### src/rtl/otp_part_defines.svh
////////////////////////////////////////
// OTP partition sizing
// Block width, partition geometry and
// address widths shared by the design
////////////////////////////////////////

`ifndef OTP_PART_DEFINES_SVH
`define OTP_PART_DEFINES_SVH

// One buffered block, as returned by the macro
`define OTP_BLK_W        64

// Blocks in the partition, the last one holds the digest
`define PART_NUM_BLKS    4

// Byte offset of the partition inside OTP
`define PART_OFFSET      11'h040

// Macro works on halfword addresses
`define OTP_ADDR_W       10
`define OTP_ADDR_SHIFT   1
`define OTP_BYTE_ADDR_W  11

// Block counter width
`define PART_CNT_W       2

`endif

### src/rtl/otp_macro_pkg.sv
////////////////////////////////////////
// OTP macro interface types
// Request and response structs of the
// req/gnt/rvalid port and error codes
////////////////////////////////////////

`include "otp_part_defines.svh"

package otp_macro_pkg;

  ////////////////////////////////////////
  // Error codes returned with rvalid
  ////////////////////////////////////////

  typedef enum logic [2:0] {
    MacroOk             = 3'd0,
    MacroError          = 3'd1,
    // Single bit flip, data already corrected
    MacroEccCorrError   = 3'd2,
    // Data cannot be trusted
    MacroEccUncorrError = 3'd3
  } macro_err_e;

  ////////////////////////////////////////
  // Port structs
  ////////////////////////////////////////

  // Held with a stable address until gnt
  typedef struct packed {
    logic                   req;
    logic [`OTP_ADDR_W-1:0] addr;
  } otp_req_t;

  // One rvalid per granted request
  typedef struct packed {
    logic                  gnt;
    logic                  rvalid;
    logic [`OTP_BLK_W-1:0] rdata;
    macro_err_e            err;
  } otp_rsp_t;

endpackage

### src/rtl/otp_part_pkg.sv
////////////////////////////////////////
// OTP partition types
// Controller states, partition error
// codes and the lock struct
////////////////////////////////////////

package otp_part_pkg;

  ////////////////////////////////////////
  // Partition error codes
  ////////////////////////////////////////

  // Lower codes line up with the macro codes
  typedef enum logic [2:0] {
    NoError             = 3'd0,
    MacroError          = 3'd1,
    MacroEccCorrError   = 3'd2,
    MacroEccUncorrError = 3'd3,
    // Readback differs from the buffer
    CheckFailError      = 3'd4,
    // Escalation, counter fault or illegal state
    FsmStateError       = 3'd5
  } part_err_e;

  ////////////////////////////////////////
  // Controller states
  ////////////////////////////////////////

  typedef enum logic [2:0] {
    ResetSt         = 3'd0,
    InitSt          = 3'd1,
    InitWaitSt      = 3'd2,
    IdleSt          = 3'd3,
    CnstyReadSt     = 3'd4,
    CnstyReadWaitSt = 3'd5,
    // Terminal, only left through reset
    ErrorSt         = 3'd6
  } part_state_e;

  // Lock bits, 1 means locked
  typedef struct packed {
    logic read_lock;
    logic write_lock;
  } part_access_t;

endpackage

### src/rtl/otp_part_fsm.sv
////////////////////////////////////////
// OTP partition controller FSM
// Sequences the init readout and the
// consistency readback, latches errors
// and owns the partition lock
////////////////////////////////////////

`timescale 1ns/1ps

module otp_part_fsm (
  input  logic                    clk_i,
  input  logic                    rst_ni,
  input  logic                    init_req_i,
  input  logic                    integ_chk_req_i,
  input  logic                    cnsty_chk_req_i,
  input  logic                    escalate_en_i,
  input  logic                    check_byp_en_i,
  output logic                    otp_req_valid_o,
  input  otp_macro_pkg::otp_rsp_t otp_rsp_i,
  input  logic                    cnt_last_i,
  input  logic                    cnt_err_i,
  input  logic                    blk_match_i,
  output logic                    cnt_clr_o,
  output logic                    cnt_en_o,
  output logic                    buf_wr_en_o,
  output logic                    locked_o,
  output logic                    integ_chk_ack_o,
  output logic                    cnsty_chk_ack_o,
  output logic                    fsm_err_o,
  output otp_part_pkg::part_err_e error_o
);

  import otp_part_pkg::*;

  part_state_e state_d, state_q;
  part_err_e   error_d, error_q;
  part_err_e   rsp_err;
  logic        locked_d, locked_q;
  logic        rsp_ok;

  // Macro codes map one to one onto partition codes
  assign rsp_err = part_err_e'(otp_rsp_i.err);
  // Corrected data is still usable
  assign rsp_ok  = (rsp_err == NoError) || (rsp_err == MacroEccCorrError);

  always_comb begin
    state_d         = state_q;
    error_d         = error_q;
    locked_d        = locked_q;
    otp_req_valid_o = 1'b0;
    cnt_clr_o       = 1'b0;
    cnt_en_o        = 1'b0;
    buf_wr_en_o     = 1'b0;
    integ_chk_ack_o = 1'b0;
    cnsty_chk_ack_o = 1'b0;
    fsm_err_o       = 1'b0;

    unique case (state_q)
      // Wait for the one init request after reset
      ResetSt: begin
        if (init_req_i) begin
          state_d   = InitSt;
          cnt_clr_o = 1'b1;
        end
      end
      // Request block at the counter address
      InitSt: begin
        otp_req_valid_o = 1'b1;
        if (otp_rsp_i.gnt) begin
          state_d = InitWaitSt;
        end
      end
      // Capture the block, then next block or unlock
      InitWaitSt: begin
        if (otp_rsp_i.rvalid) begin
          buf_wr_en_o = 1'b1;
          if (rsp_ok) begin
            if (cnt_last_i) begin
              state_d  = IdleSt;
              locked_d = 1'b0;
            end else begin
              state_d  = InitSt;
              cnt_en_o = 1'b1;
            end
            if (rsp_err != NoError) begin
              error_d = MacroEccCorrError;
            end
          end else begin
            state_d = ErrorSt;
            error_d = rsp_err;
          end
        end
      end
      // No hardware digest here, integrity is acked at once
      IdleSt: begin
        if (integ_chk_req_i) begin
          integ_chk_ack_o = 1'b1;
        end
        if (cnsty_chk_req_i) begin
          state_d   = CnstyReadSt;
          cnt_clr_o = 1'b1;
        end
      end
      // Re-read block for comparison
      CnstyReadSt: begin
        otp_req_valid_o = 1'b1;
        if (otp_rsp_i.gnt) begin
          state_d = CnstyReadWaitSt;
        end
      end
      // Compare against the buffer, bypass excuses a mismatch
      CnstyReadWaitSt: begin
        if (otp_rsp_i.rvalid) begin
          if (!rsp_ok) begin
            state_d         = ErrorSt;
            error_d         = rsp_err;
            cnsty_chk_ack_o = 1'b1;
          end else if (blk_match_i || check_byp_en_i) begin
            if (cnt_last_i) begin
              state_d         = IdleSt;
              cnsty_chk_ack_o = 1'b1;
            end else begin
              state_d  = CnstyReadSt;
              cnt_en_o = 1'b1;
            end
            if (rsp_err != NoError) begin
              error_d = MacroEccCorrError;
            end
          end else begin
            state_d         = ErrorSt;
            error_d         = CheckFailError;
            cnsty_chk_ack_o = 1'b1;
          end
        end
      end
      // Terminal, relock and answer every request
      ErrorSt: begin
        locked_d        = 1'b1;
        integ_chk_ack_o = 1'b1;
        cnsty_chk_ack_o = 1'b1;
      end
      // Illegal encoding
      default: begin
        state_d   = ErrorSt;
        fsm_err_o = 1'b1;
        if (error_q == NoError) begin
          error_d = FsmStateError;
        end
      end
    endcase

    ////////////////////////////////////////
    // Fatal events override everything
    ////////////////////////////////////////

    // A corrected ECC code is not fatal, so it gets replaced
    if (escalate_en_i || cnt_err_i) begin
      state_d   = ErrorSt;
      fsm_err_o = 1'b1;
      if ((error_q == NoError) || (error_q == MacroEccCorrError)) begin
        error_d = FsmStateError;
      end
    end
  end

  // Partition starts locked
  always_ff @(posedge clk_i or negedge rst_ni) begin
    if (!rst_ni) begin
      state_q  <= ResetSt;
      error_q  <= NoError;
      locked_q <= 1'b1;
    end else begin
      state_q  <= state_d;
      error_q  <= error_d;
      locked_q <= locked_d;
    end
  end

  assign locked_o = locked_q;
  assign error_o  = error_q;

endmodule

### src/rtl/otp_part_cnt.sv
////////////////////////////////////////
// Redundant block counter
// Counter plus inverted shadow copy,
// last-block flag and OTP address
////////////////////////////////////////

`timescale 1ns/1ps

`include "otp_part_defines.svh"

module otp_part_cnt (
  input  logic                   clk_i,
  input  logic                   rst_ni,
  input  logic                   clr_i,
  input  logic                   en_i,
  output logic [`PART_CNT_W-1:0] blk_idx_o,
  output logic                   last_o,
  output logic                   err_o,
  output logic [`OTP_ADDR_W-1:0] addr_o
);

  localparam int unsigned LastBlk = `PART_NUM_BLKS - 1;

  logic [`PART_CNT_W-1:0]      cnt_q, cnt_n_q;
  logic [`OTP_BYTE_ADDR_W-1:0] blk_ofs, byte_addr;

  // Shadow holds the bitwise inverse, decremented in step
  always_ff @(posedge clk_i or negedge rst_ni) begin
    if (!rst_ni) begin
      cnt_q   <= '0;
      cnt_n_q <= '1;
    end else if (clr_i) begin
      cnt_q   <= '0;
      cnt_n_q <= '1;
    end else if (en_i) begin
      cnt_q   <= cnt_q + 1'b1;
      cnt_n_q <= cnt_n_q - 1'b1;
    end
  end

  // Any disagreement is a fault
  assign err_o     = (cnt_q != ~cnt_n_q);
  assign last_o    = (cnt_q == LastBlk[`PART_CNT_W-1:0]);
  assign blk_idx_o = cnt_q;

  // Eight bytes per block, then byte to halfword
  assign blk_ofs   = {{(`OTP_BYTE_ADDR_W - `PART_CNT_W - 3){1'b0}}, cnt_q, 3'b000};
  assign byte_addr = `PART_OFFSET + blk_ofs;
  assign addr_o    = byte_addr[`OTP_BYTE_ADDR_W-1:`OTP_ADDR_SHIFT];

endmodule

### src/rtl/otp_part_buf_regs.sv
////////////////////////////////////////
// Partition buffer registers
// Block storage, readback compare,
// output gating and lock aggregation
////////////////////////////////////////

`timescale 1ns/1ps

`include "otp_part_defines.svh"

module otp_part_buf_regs (
  input  logic                                   clk_i,
  input  logic                                   rst_ni,
  input  logic                                   wr_en_i,
  input  logic [`PART_CNT_W-1:0]                 blk_idx_i,
  input  logic [`OTP_BLK_W-1:0]                  rdata_i,
  input  logic                                   locked_i,
  input  otp_part_pkg::part_access_t             access_i,
  output logic                                   blk_match_o,
  output otp_part_pkg::part_access_t             access_o,
  output logic [`OTP_BLK_W-1:0]                  digest_o,
  output logic [`PART_NUM_BLKS*`OTP_BLK_W-1:0]   data_o
);

  import otp_part_pkg::*;

  logic [`PART_NUM_BLKS-1:0][`OTP_BLK_W-1:0] blk_q;
  part_access_t                              access_q;
  logic                                      digest_set;

  ////////////////////////////////////////
  // Block storage
  ////////////////////////////////////////

  always_ff @(posedge clk_i) begin
    if (wr_en_i) begin
      blk_q[blk_idx_i] <= rdata_i;
    end
  end

  // Readback against the buffered copy
  assign blk_match_o = (blk_q[blk_idx_i] == rdata_i);

  // Data only visible once unlocked
  assign data_o   = locked_i ? '0 : blk_q;
  // Digest is never gated
  assign digest_o = blk_q[`PART_NUM_BLKS-1];

  ////////////////////////////////////////
  // Lock aggregation
  ////////////////////////////////////////

  // Nonzero digest means the partition is finalized
  assign digest_set = (digest_o != '0);

  always_ff @(posedge clk_i or negedge rst_ni) begin
    if (!rst_ni) begin
      access_q <= '{read_lock: 1'b1, write_lock: 1'b1};
    end else begin
      access_q.read_lock  <= locked_i | access_i.read_lock;
      access_q.write_lock <= locked_i | access_i.write_lock | digest_set;
    end
  end

  assign access_o = access_q;

endmodule

### src/rtl/otp_part_buf.sv
////////////////////////////////////////
// Buffered OTP partition
// Reads the partition into registers,
// exposes it once unlocked and runs
// consistency readback checks
////////////////////////////////////////

`timescale 1ns/1ps

`include "otp_part_defines.svh"

module otp_part_buf (
  input  logic                                 clk_i,
  input  logic                                 rst_ni,
  input  logic                                 init_req_i,
  output logic                                 init_done_o,
  input  logic                                 integ_chk_req_i,
  output logic                                 integ_chk_ack_o,
  input  logic                                 cnsty_chk_req_i,
  output logic                                 cnsty_chk_ack_o,
  input  logic                                 escalate_en_i,
  input  logic                                 check_byp_en_i,
  output otp_part_pkg::part_err_e              error_o,
  output logic                                 fsm_err_o,
  input  otp_part_pkg::part_access_t           access_i,
  output otp_part_pkg::part_access_t           access_o,
  output logic [`OTP_BLK_W-1:0]                digest_o,
  output logic [`PART_NUM_BLKS*`OTP_BLK_W-1:0] data_o,
  output otp_macro_pkg::otp_req_t              otp_req_o,
  input  otp_macro_pkg::otp_rsp_t              otp_rsp_i
);

  logic                   otp_req_valid;
  logic [`OTP_ADDR_W-1:0] otp_addr;
  logic                   cnt_clr, cnt_en, cnt_last, cnt_err;
  logic [`PART_CNT_W-1:0] blk_idx;
  logic                   buf_wr_en, locked, blk_match;

  otp_part_fsm u_fsm (
    .clk_i           (clk_i),
    .rst_ni          (rst_ni),
    .init_req_i      (init_req_i),
    .integ_chk_req_i (integ_chk_req_i),
    .cnsty_chk_req_i (cnsty_chk_req_i),
    .escalate_en_i   (escalate_en_i),
    .check_byp_en_i  (check_byp_en_i),
    .otp_req_valid_o (otp_req_valid),
    .otp_rsp_i       (otp_rsp_i),
    .cnt_last_i      (cnt_last),
    .cnt_err_i       (cnt_err),
    .blk_match_i     (blk_match),
    .cnt_clr_o       (cnt_clr),
    .cnt_en_o        (cnt_en),
    .buf_wr_en_o     (buf_wr_en),
    .locked_o        (locked),
    .integ_chk_ack_o (integ_chk_ack_o),
    .cnsty_chk_ack_o (cnsty_chk_ack_o),
    .fsm_err_o       (fsm_err_o),
    .error_o         (error_o)
  );

  otp_part_cnt u_cnt (
    .clk_i     (clk_i),
    .rst_ni    (rst_ni),
    .clr_i     (cnt_clr),
    .en_i      (cnt_en),
    .blk_idx_o (blk_idx),
    .last_o    (cnt_last),
    .err_o     (cnt_err),
    .addr_o    (otp_addr)
  );

  otp_part_buf_regs u_buf_regs (
    .clk_i       (clk_i),
    .rst_ni      (rst_ni),
    .wr_en_i     (buf_wr_en),
    .blk_idx_i   (blk_idx),
    .rdata_i     (otp_rsp_i.rdata),
    .locked_i    (locked),
    .access_i    (access_i),
    .blk_match_o (blk_match),
    .access_o    (access_o),
    .digest_o    (digest_o),
    .data_o      (data_o)
  );

  // Macro request from FSM valid and counter address
  assign otp_req_o.req  = otp_req_valid;
  assign otp_req_o.addr = otp_addr;

  // Unlocked means initialized
  assign init_done_o = ~locked;

endmodule

### config.mk
export PLATFORM = sky130hd
export DESIGN_NAME = otp_part_buf
export DESIGN_NICKNAME = d
export VERILOG_FILES = /design/src/rtl/otp_macro_pkg.sv /design/src/rtl/otp_part_pkg.sv /design/src/rtl/otp_part_fsm.sv /design/src/rtl/otp_part_cnt.sv /design/src/rtl/otp_part_buf_regs.sv /design/src/rtl/otp_part_buf.sv
export VERILOG_INCLUDE_DIRS = /design/src /design/src/rtl
export SDC_FILE = /design/constraint.sdc
export NUM_CORES = 1
export LEC_CHECK = 0
export ABC_CLOCK_PERIOD_IN_PS = 3400
export BUFFER_PORTS_ARGS = -buffer_cell sky130_fd_sc_hd__buf_4
export CORE_ASPECT_RATIO = 1.5
export CORE_MARGIN = 5
export CORE_UTILIZATION = 47
export DETAILED_ROUTE_END_ITERATION = 12
export PLACE_DENSITY = 0.8
export SYNTH_ARGS = -nofsm -noshare
export SYNTH_HDL_FRONTEND = slang
export SYNTH_SLANG_ARGS = --single-unit
### constraint.sdc
create_clock -name clk_i -period 3.4 [get_ports clk_i]
set_input_delay 0.34 -clock clk_i [delete_from_list [all_inputs] [get_ports clk_i]]
set_output_delay 0.34 -clock clk_i [all_outputs]
set_load 0.005 [all_outputs]
==> metrics, run 1 <==
status finished with violations; failing checks negative setup slack; Max Buffers Root-to-Sink 3; TritonCTS buffer count 25; H-tree levels 1; Crit Path Class reg2out; Yosys cell types between 40 and 50; layout cells sized above 1 0.451; drt pass-1 iters 5; Final Non-Filler Cells 1682; Worst Hold Endpoint u_buf_regs.access_o[1]; pwr/cell area 388 nW/µm²; Leakage Power 6.81 nW; WL final roughly 44000 µm; EDFF count, synth roughly 260; Tmin final about 3800 ps; Slew Viols, Final 0; # IOs 418; post-synthesis sequential area ratio 0.599; Remaining Overflow, GRT 0; Worst Skew about 13 ps; CP Max Fanout 4; initial antenna violation count 1; first-pass GRT wire length 62400 µm; crit path launch type flop; vias in the first global route 9579; worst r2r dst u_cnt.blk_idx_o[0]; setup ws final -428 ps; Residual DRC 0; clock sinks roughly 270; placed insts roughly 1.6k; fill count approximately 2.1k; Arrival @ worst endpoint around 3500 ps; worst reg-to-reg setup slack roughly 60 ps; CTS tree built; worst min-delay path startpoint access_i[1]; Finish-stage setup viols 1; Vias/cell 5.60; worst-margin pin slew between 900 and 1000 ps; synthesized flop and latch total roughly 270; die width between 100 and 150 µm; Worst Hold Depth 2; RD Place Congestion approximately 0.9; Mapped Cells 940; beginning of the critical path u_cnt.blk_idx_o[0]; Reg2Reg Depth 10; pin count of the biggest net entering global routing between 100 and 150; DP Worst Slack -280 ps; Buffers on Ports between 400 and 500; mapped cell area 13400 µm²; final cycle utilization of the critical path 1.13; full die area 32000 µm²; core area ~28000 µm²; Root Driver clkbuf_16; Row Count 75; HP Class in2reg; Post-layout nets 1400; Reg-to-Reg Start u_cnt.blk_idx_o[0]; crit end category output pin; Post-synth ARST share 0.0483; synth-to-layout area growth 33.2%; final hold slack around 33 ps; Peak VDD IR a little under 0.0004 V; worst skew pair latency around 520 ps; Worst-path clk slew around 60 ps; fmax ~260 MHz; synthesized area per cell between 10 and 15 µm²; Die Height around 220 µm; Hold Vio Cnt, Final 0; TNS Setup -428 ps; via count ~9.4k; max-cap violations 0; CP Data Required Time 3060 ps; Initial Util 0.477; 1st-iter DRT viols between 600 and 700; DR WL/cell 25.9 µm; warnings from Yosys 0; predominant post-synthesis flop cell edfxtp_1; unrepaired setup endpoints after global routing true; Layout Utilization 0.636; overall routing resource usage 0.258; number of routed nets with antenna violations 0; Detailed Place HPWL roughly 32000 µm; relative slew slack 0.359
-- stage by stage --
stage	area, µm²	power [mW]
floorplan	13400	3.95
global placement	16700	4.19
detailed placement	16700	4.21
CTS	17600	6.93
global route	17800	7.12
finish	17800	6.91
-- critical path, stage by stage, from the launching register on --
cell and delay, ps:
dfrtp_4 520, buf_8 140, buf_6 110, mux4_2 480, xnor2_4 240, nand4_1 370, nor4_4 370, nand4_1 260
a21oi_2 260, o21ai_2 80, buf_4 140
-- worst max path at each step --
stage / to / slack (ps) / cells after the start
floorplan: u_buf_regs.blk_q[0] / 270 / 5
global placement: cnsty_chk_ack_o / -250 / 10
detailed placement: cnsty_chk_ack_o / -280 / 10
CTS: cnsty_chk_ack_o / -370 / 10
global route: cnsty_chk_ack_o / -450 / 11
finish: cnsty_chk_ack_o / -430 / 10
-- flip-flops by register name, summed over array words and instances, names as in the netlist --
register             count
u_cnt.cnt_n_q            2
u_buf_regs.digest_o     64
u_fsm.error_o            3
u_buf_regs.blk_q       192
u_buf_regs.access_o      2
u_fsm.state_q            3
u_cnt.blk_idx_o          2
u_fsm.locked_o           1
-- cells in the final DEF, fill, tap and decap left out, drive strengths merged, types with 3 or more instances in the layout --
cell,count
a21o,3
a21oi,15
and3,5
buf,466
bufinv,3
clkbuf,34
clkinv,8
conb,8
dfrtp,8
dfstp,5
edfxtp,256
ha,4
inv,7
mux2i,3
mux4,64
nand2,10
nand2b,7
nand4,22
nor2,11
nor2b,258
nor3,8
nor4,22
o21ai,11
or3,5
xnor2,66
-- layout make-up --
class / count / area (µm²) / area share
inverters: 7 / 26.3 / 0.00147
diodes: 1 / 2.50 / 0.000140
clock buffers: 33 / 656 / 0.0368
repair buffers: 468 / 3760 / 0.211
well taps: 346 / 433 / 0.0243
flip-flops and latches: 269 / 8030 / 0.450
clock inverters: 11 / 124 / 0.00694
multi-input cells: 547 / 4800 / 0.269
-- cells in the mapped netlist (3+ instances only) --
master | instances | area, µm²
nor2b_1 | 258 | 1610
xnor2_1 | 66 | 578
nor2_1 | 11 | 41.3
mux2i_1 | 3 | 30.0
o21ai_0 | 11 | 55.1
nand4_1 | 22 | 138
dfrtp_1 | 8 | 200
dfstp_2 | 5 | 131
mux4_2 | 64 | 1440
nor3_1 | 8 | 40.0
clkbuf_1 | 38 | 143
buf_1 | 5 | 18.8
ha_1 | 4 | 50.1
inv_1 | 7 | 26.3
a21oi_1 | 15 | 75.1
nand2_1 | 10 | 37.5
nand2b_1 | 7 | 43.8
and3_1 | 5 | 31.3
buf_4 | 75 | 563
a21o_1 | 3 | 22.5
nor4_1 | 21 | 131
buf_6 | 3 | 33.8
edfxtp_1 | 256 | 7690
or3_1 | 5 | 31.3
-- layer usage --
| layer | global-route usage | wire, µm | vias up |
|---|---|---|---|
| met3 | 0.0462 | 3120 | 85 |
| met2 | 0.460 | 23100 | 490 |
| met4 | 0.0875 | 1570 | 0 |
| li1 | - | - | 4112 |
| met5 | 0 | 0 | - |
| met1 | 0.316 | 15800 | 4734 |
-- cells by family (layout without fill, tap and decap cells) --
logic type	after synthesis	in the layout	synth area share
DFF	269	269	0.599
and+or+nand+nor	355	355	0.162
AOI/OAI and AO/OA	45	45	0.0209
adders and majority gates	4	4	0.00374
buffers and inverters	130	519	0.0593
muxes	69	69	0.112
xor gates and xnor gates	66	66	0.0432
other	2	9	0.000561
-- where the power goes --
| part | total (mW) | switching [mW] | internal [mW] |
|---|---|---|---|
| sequential | 3.66 | 0.0235 | 3.64 |
| clock | 2.74 | 1.16 | 1.58 |
| combinational | 0.515 | 0.248 | 0.267 |
-- timing repair --
action	CTS	global route
pin swaps	9	12
hold buffers	1	0
endpoints found under the hold margin	13	0
resized for setup	16	20
gates cloned	0	1
setup buffers	9	6
endpoints found under the setup margin	8	4
Power figures use the tool's default switching activity.
==> inputs of run 2 (changes only) <==
GPL_TIMING_DRIVEN = 0   (was default)
==> run 2 against run 1 <==
Effect of this change:
- the run still ends with negative setup slack left
- register-to-register slack lost 370 ps
- highest routed layer is now met5
- die area is the same
- sequential share of layout area shrank 1.6 points
- non-clock buffer count is 94 higher
- sequential cell count stayed put
- global-route usage up 4.4 points
- maximum frequency is 0.34% lower
- critical path depth is 1 higher
- core utilization rose by 2.3 points
- clock power shrank 1%
==> metrics, run 2 (synthesis results as in run 1) <==
CTS tree built; number of routed nets with antenna violations 0; Hold Vio Cnt, Final 0; initial antenna violation count 2; max reg flops 192; pin count of the biggest net entering global routing 40; max-cap violations 0; Final Non-Filler Cells roughly 1.8k; CP Max Fanout 8; Worst Skew 9.91 ps; Tmin final 3840 ps; met1 WL around 18000 µm; Arrival @ worst endpoint 3500 ps; clock sinks about 270; Max Buffers Root-to-Sink 3; Peak VDD IR 0.000388 V; full die area between 30000 and 40000 µm²; TritonCTS buffer count 25; most common cell after layout, fill and taps aside buf_4; Layout Utilization 0.658; worst skew pair latency about 520 ps; overall routing resource usage 0.301; H-tree levels 1; Die Height approximately 220 µm; Row Count 75; Remaining Overflow, GRT 0; 1st-iter DRT viols 821; Reg with most FFs u_buf_regs.blk_q; Vias/cell between 5 and 6; Slew Viols, Final 0; setup ws final -441 ps; vias in the first global route 10.3k; Leakage Power approximately 7.2 nW; failing checks negative setup slack; HP Class in2reg; # IOs ~420; Buffers on Ports 409; Initial Util 0.477; drt pass-1 iters 5; core area between 20000 and 30000 µm²; layout cells sized above 1 0.470; Crit Path Class reg2out; crit end category output pin; synth-to-layout area growth 37.9%; WL final 50500 µm; worst min-delay path startpoint access_i[1]; status finished with violations; TNS Setup -748 ps; Post-layout nets 1494; final cycle utilization of the critical path 1.13; pwr/cell area between 300 and 400 nW/µm²; Routed met3 length 3850 µm; first-pass GRT wire length about 70000 µm; relative slew slack 0.285; unrepaired setup endpoints after global routing true; max layer used met5; Reg-to-Reg Start u_cnt.blk_idx_o[0]; die width between 100 and 150 µm; DR WL/cell 28.4 µm; beginning of the critical path u_cnt.blk_idx_o[0]; Worst-path clk slew 70 ps; placed insts 1705; RD Place Congestion approximately 0.94; routed wl met2 approximately 26000 µm; crit path launch type flop; fmax about 260 MHz; via count 10.2k; most frequent cells in the layout 497 x buf_4, 258 x nor2b_1, 256 x edfxtp_1, 64 x mux4_2, 48 x xnor2_1; CP Data Required Time roughly 3100 ps; Root Driver clkbuf_16; Residual DRC 0; Detailed Place HPWL ~37000 µm; worst-margin pin slew ~1100 ps; Finish-stage setup viols 2
run 2: cell count changes in the layout (fill, tap and decap cells not counted), moves of 3 or more:
cell / change
buf_12: -6
buf_16: +4
buf_4: +52
buf_6: +6
clkbuf_1: +23
clkbuf_2: +7
clkbuf_8: +3
xnor2_2: -5
xnor2_4: +5
run 2: final timing paths:
kind	end	slack, ps	depth (start not counted)
setup / recovery	cnsty_chk_ack_o	-440	11
hold / removal	u_buf_regs.access_o[1]	30	2
setup reg to reg	u_fsm.state_q[1]	-310	18
hold reg to reg	u_cnt.cnt_n_q[0]	580	1
max in group asynchronous	u_fsm.locked_o	2920	2
min in group asynchronous	u_fsm.error_o[1]	220	2
run 2: final cells by class:
| class | instances | area (µm²) |
|---|---|---|
| fillers | 2053 | 9590 |
| flip-flops and latches | 269 | 8020 |
| multi-input cells | 547 | 4870 |
| repair buffers | 439 | 3460 |
| plain buffers | 123 | 893 |
| clock buffers | 29 | 641 |
| well taps | 346 | 433 |
| clock inverters | 15 | 124 |
| inverters | 7 | 26.3 |
| diodes | 1 | 2.50 |
run 2: critical path: stages (launching register included):
cell	delay, ps
dfrtp_2	450
buf_12	190
buf_16	150
buf_12	110
mux4_2	510
xnor2_1	310
nand4_1	170
nor4_2	300
nand4_1	290
a21oi_2	270
o21ai_2	80
buf_4	140
run 2: power by group:
| group | total (mW) | internal, mW | leakage, nW | switching (mW) |
|---|---|---|---|---|
| clock | 2.70 | 1.50 | 0.374 | 1.21 |
| combinational | 0.528 | 0.267 | 4.35 | 0.261 |
| sequential | 3.67 | 3.64 | 2.44 | 0.0277 |
run 2: metrics by stage:
step / power (mW) / instance area [µm²] / setup WS (ps) / hold slack, ps
floorplan: 3.95 / 13400 / 265 / 44.4
detailed placement: 4.19 / 17000 / -1300 / 203
global placement: 4.19 / 16900 / -1520 / 201
global route: 7.09 / 18500 / -525 / 9.62
finish: 6.90 / 18500 / -441 / 29.1
CTS: 6.91 / 18300 / -324 / 8.86
run 2: timing repair:
item	4_1_cts	5_1_grt
pin swaps	12	9
setup endpoints to repair	49	48
hold endpoints to repair	13	0
hold buffers	1	0
setup buffers	16	10
cloned	1	0
resized for setup	67	30
run 2: per-layer routing:
layer  GRT usage  up-vias
li1            -     4296
met1       0.377     5153
met2       0.534      611
met3      0.0449      113
met4       0.107        2
met5           0        -
==> inputs of run 3 (changes only) <==
ABC_CLOCK_PERIOD_IN_PS = 4500   (was 3400)
CORE_UTILIZATION = 50   (was 47)
CTS_CLUSTER_SIZE = 20   (was default)
PLACE_DENSITY = 0.81   (was 0.8)
clock period = 4.5 ns   (was 3.4 ns; I/O delays follow)
==> run 3 against run 2 <==
Effect of this change:
- the run now ends clean
- global-route usage increased by 0.98 points
- sequential cell count is the same
- die area shrank 5.7%
- setup slack better by 520 ps
- wire length fell by 3.4%
- combinational power fell by 31%
- clock power decreased by 12%
- sequential share of layout area increased by 0.99 points
- non-clock buffer count shrank 25
- via count is 1.4% lower
- critical endpoint unchanged
- largest power group unchanged
==> metrics, run 3 (synthesis results as in run 1) <==
status finished clean; Worst-path clk slew around 70 ps; synth-to-layout area growth 34.8%; layout cells sized above 1 0.446; Buffers on Ports 409; Worst Hold Depth 2; vias in the first global route approximately 10k; core area around 26000 µm²; final hold slack around 110 ps; Finish-stage setup viols 0; DP Worst Slack -188 ps; final cycle utilization of the critical path 0.982; DR WL/cell approximately 28 µm; max-cap violations 0; WL final approximately 49000 µm; met2 Usage GRT 0.546; unrepaired setup endpoints after global routing false; Row Count 73; Crit Path Class reg2out; crit end category output pin; max reg flops about 190; CTS tree built; Max Buffers Root-to-Sink 3; # IOs around 420; full die area ~30000 µm²; Residual DRC 0; met3 global-route usage 0.0620; overall routing resource usage 0.311; most frequent cells in the layout 485 x buf_4, 258 x nor2b_1, 256 x edfxtp_1, 64 x mux4_2, 59 x xnor2_1; GRT busiest layer met2; TritonCTS buffer count 26; CP Max Fanout 10; Slew Viols, Final 0; CP Data Required Time 4050 ps; initial antenna violation count 1; Remaining Overflow, GRT 0; Worst Skew about 14 ps; Initial Util 0.506; first-pass GRT wire length slightly below 70000 µm; die width 144 µm; Peak VDD IR roughly 0.00033 V; Tmin final 4420 ps; Detailed Place HPWL between 30000 and 40000 µm; Multi-input gate area roughly 4700 µm²; FF/Latch Area between 8000 and 9000 µm²; setup ws final about 83 ps; 1st-iter DRT viols 858; fill count a little under 2k; fmax 226 MHz; Root Driver clkbuf_16; Hold Vio Cnt, Final 0; Arrival @ worst endpoint a little under 4000 ps; pwr/cell area between 300 and 400 nW/µm²; met1 Use GR 0.375; number of routed nets with antenna violations 0; pin count of the biggest net entering global routing 49; Post-layout nets about 1.5k; RD Place Congestion a little under 0.9; Reg2Reg Depth 9; Die Height between 200 and 250 µm; clock sinks about 270; most common cell after layout, fill and taps aside buf_4; relative slew slack 0.260; H-tree levels 1; crit path launch type flop; Vias/cell around 5.7; drt pass-1 iters 5; worst skew pair latency about 530 ps; Leakage Power approximately 6.9 nW; worst-margin pin slew 1100 ps; HP Class in2reg; Reg with most FFs u_buf_regs.blk_q; via count roughly 10k
-- run 3: cell count changes in the layout (fill, tap and decap cells not counted), sizes merged --
cell and delta:
buf -26, bufinv +3, clkbuf +5, clkdlybuf4s18 +1, clkinv -5, clkinvlp +1
-- run 3: cell type report --
type | instances | share of cell area
Antenna cell | 1 | 0.000139
Buffer | 123 | 0.0439
Clock buffer | 34 | 0.0400
Clock inverter | 14 | 0.0116
Inverter | 7 | 0.00146
Multi-Input combinational cell | 547 | 0.259
Sequential cell | 269 | 0.444
Tap cell | 337 | 0.0234
Timing Repair Buffer | 414 | 0.176
-- run 3: power by group --
group	switching (mW)	internal, mW	leakage, nW
registers	0.0194	2.75	2.44
logic	0.190	0.172	4.05
clock network	0.948	1.42	0.447
-- run 3: worst max-delay path, stage by stage, from the launching register on --
cell     delay (ps)
dfrtp_1         440
buf_2           340
buf_2           450
mux4_2          410
xnor2_2         300
nand4_1         220
nor4_1          320
nand4_1         310
a21oi_1         300
o21ai_0         170
buf_4           170
-- run 3: final timing paths --
path,startpoint,slack (ps),endpoint
max reg2reg,u_cnt.blk_idx_o[1],990,u_cnt.blk_idx_o[0]
min in group asynchronous,rst_ni,340,u_fsm.error_o[0]
max in group asynchronous,rst_ni,3900,u_cnt.cnt_n_q[0]
min,access_i[1],110,u_buf_regs.access_o[1]
min reg2reg,u_cnt.cnt_n_q[0],580,u_cnt.cnt_n_q[0]
max,u_cnt.blk_idx_o[1],80,cnsty_chk_ack_o
-- run 3: through the flow --
| stage | instance area [µm²] | std cells | total power, mW | TNS [ps] | util |
|---|---|---|---|---|---|
| final | 18100 | 1746 | 5.50 | 0 | 0.682 |
| after global routing | 18100 | 1746 | 5.64 | 0 | 0.682 |
| after CTS | 18000 | 1745 | 5.50 | 0 | 0.680 |
| after detailed placement | 17000 | 1696 | 3.17 | -188 | 0.643 |
| after global placement | 16900 | 1692 | 3.17 | -90670 | 0.638 |
| after floorplan | 13400 | 946 | 2.99 | 0 | - |
-- run 3: timing repair --
action	in CTS	in global routing
resized for setup	12	16
hold buffers	1	0
endpoints found under the hold margin	13	0
gates cloned	0	0
setup buffers	0	0
pin swaps	0	1
endpoints found under the setup margin	1	1
-- run 3: per-layer routing --
metal / vias to the layer above / wire length, µm
li1: 4242 / -
met1: 5046 / 16600
met2: 639 / 25500
met3: 109 / 4460
met4: 0 / 2190
met5: - / 0
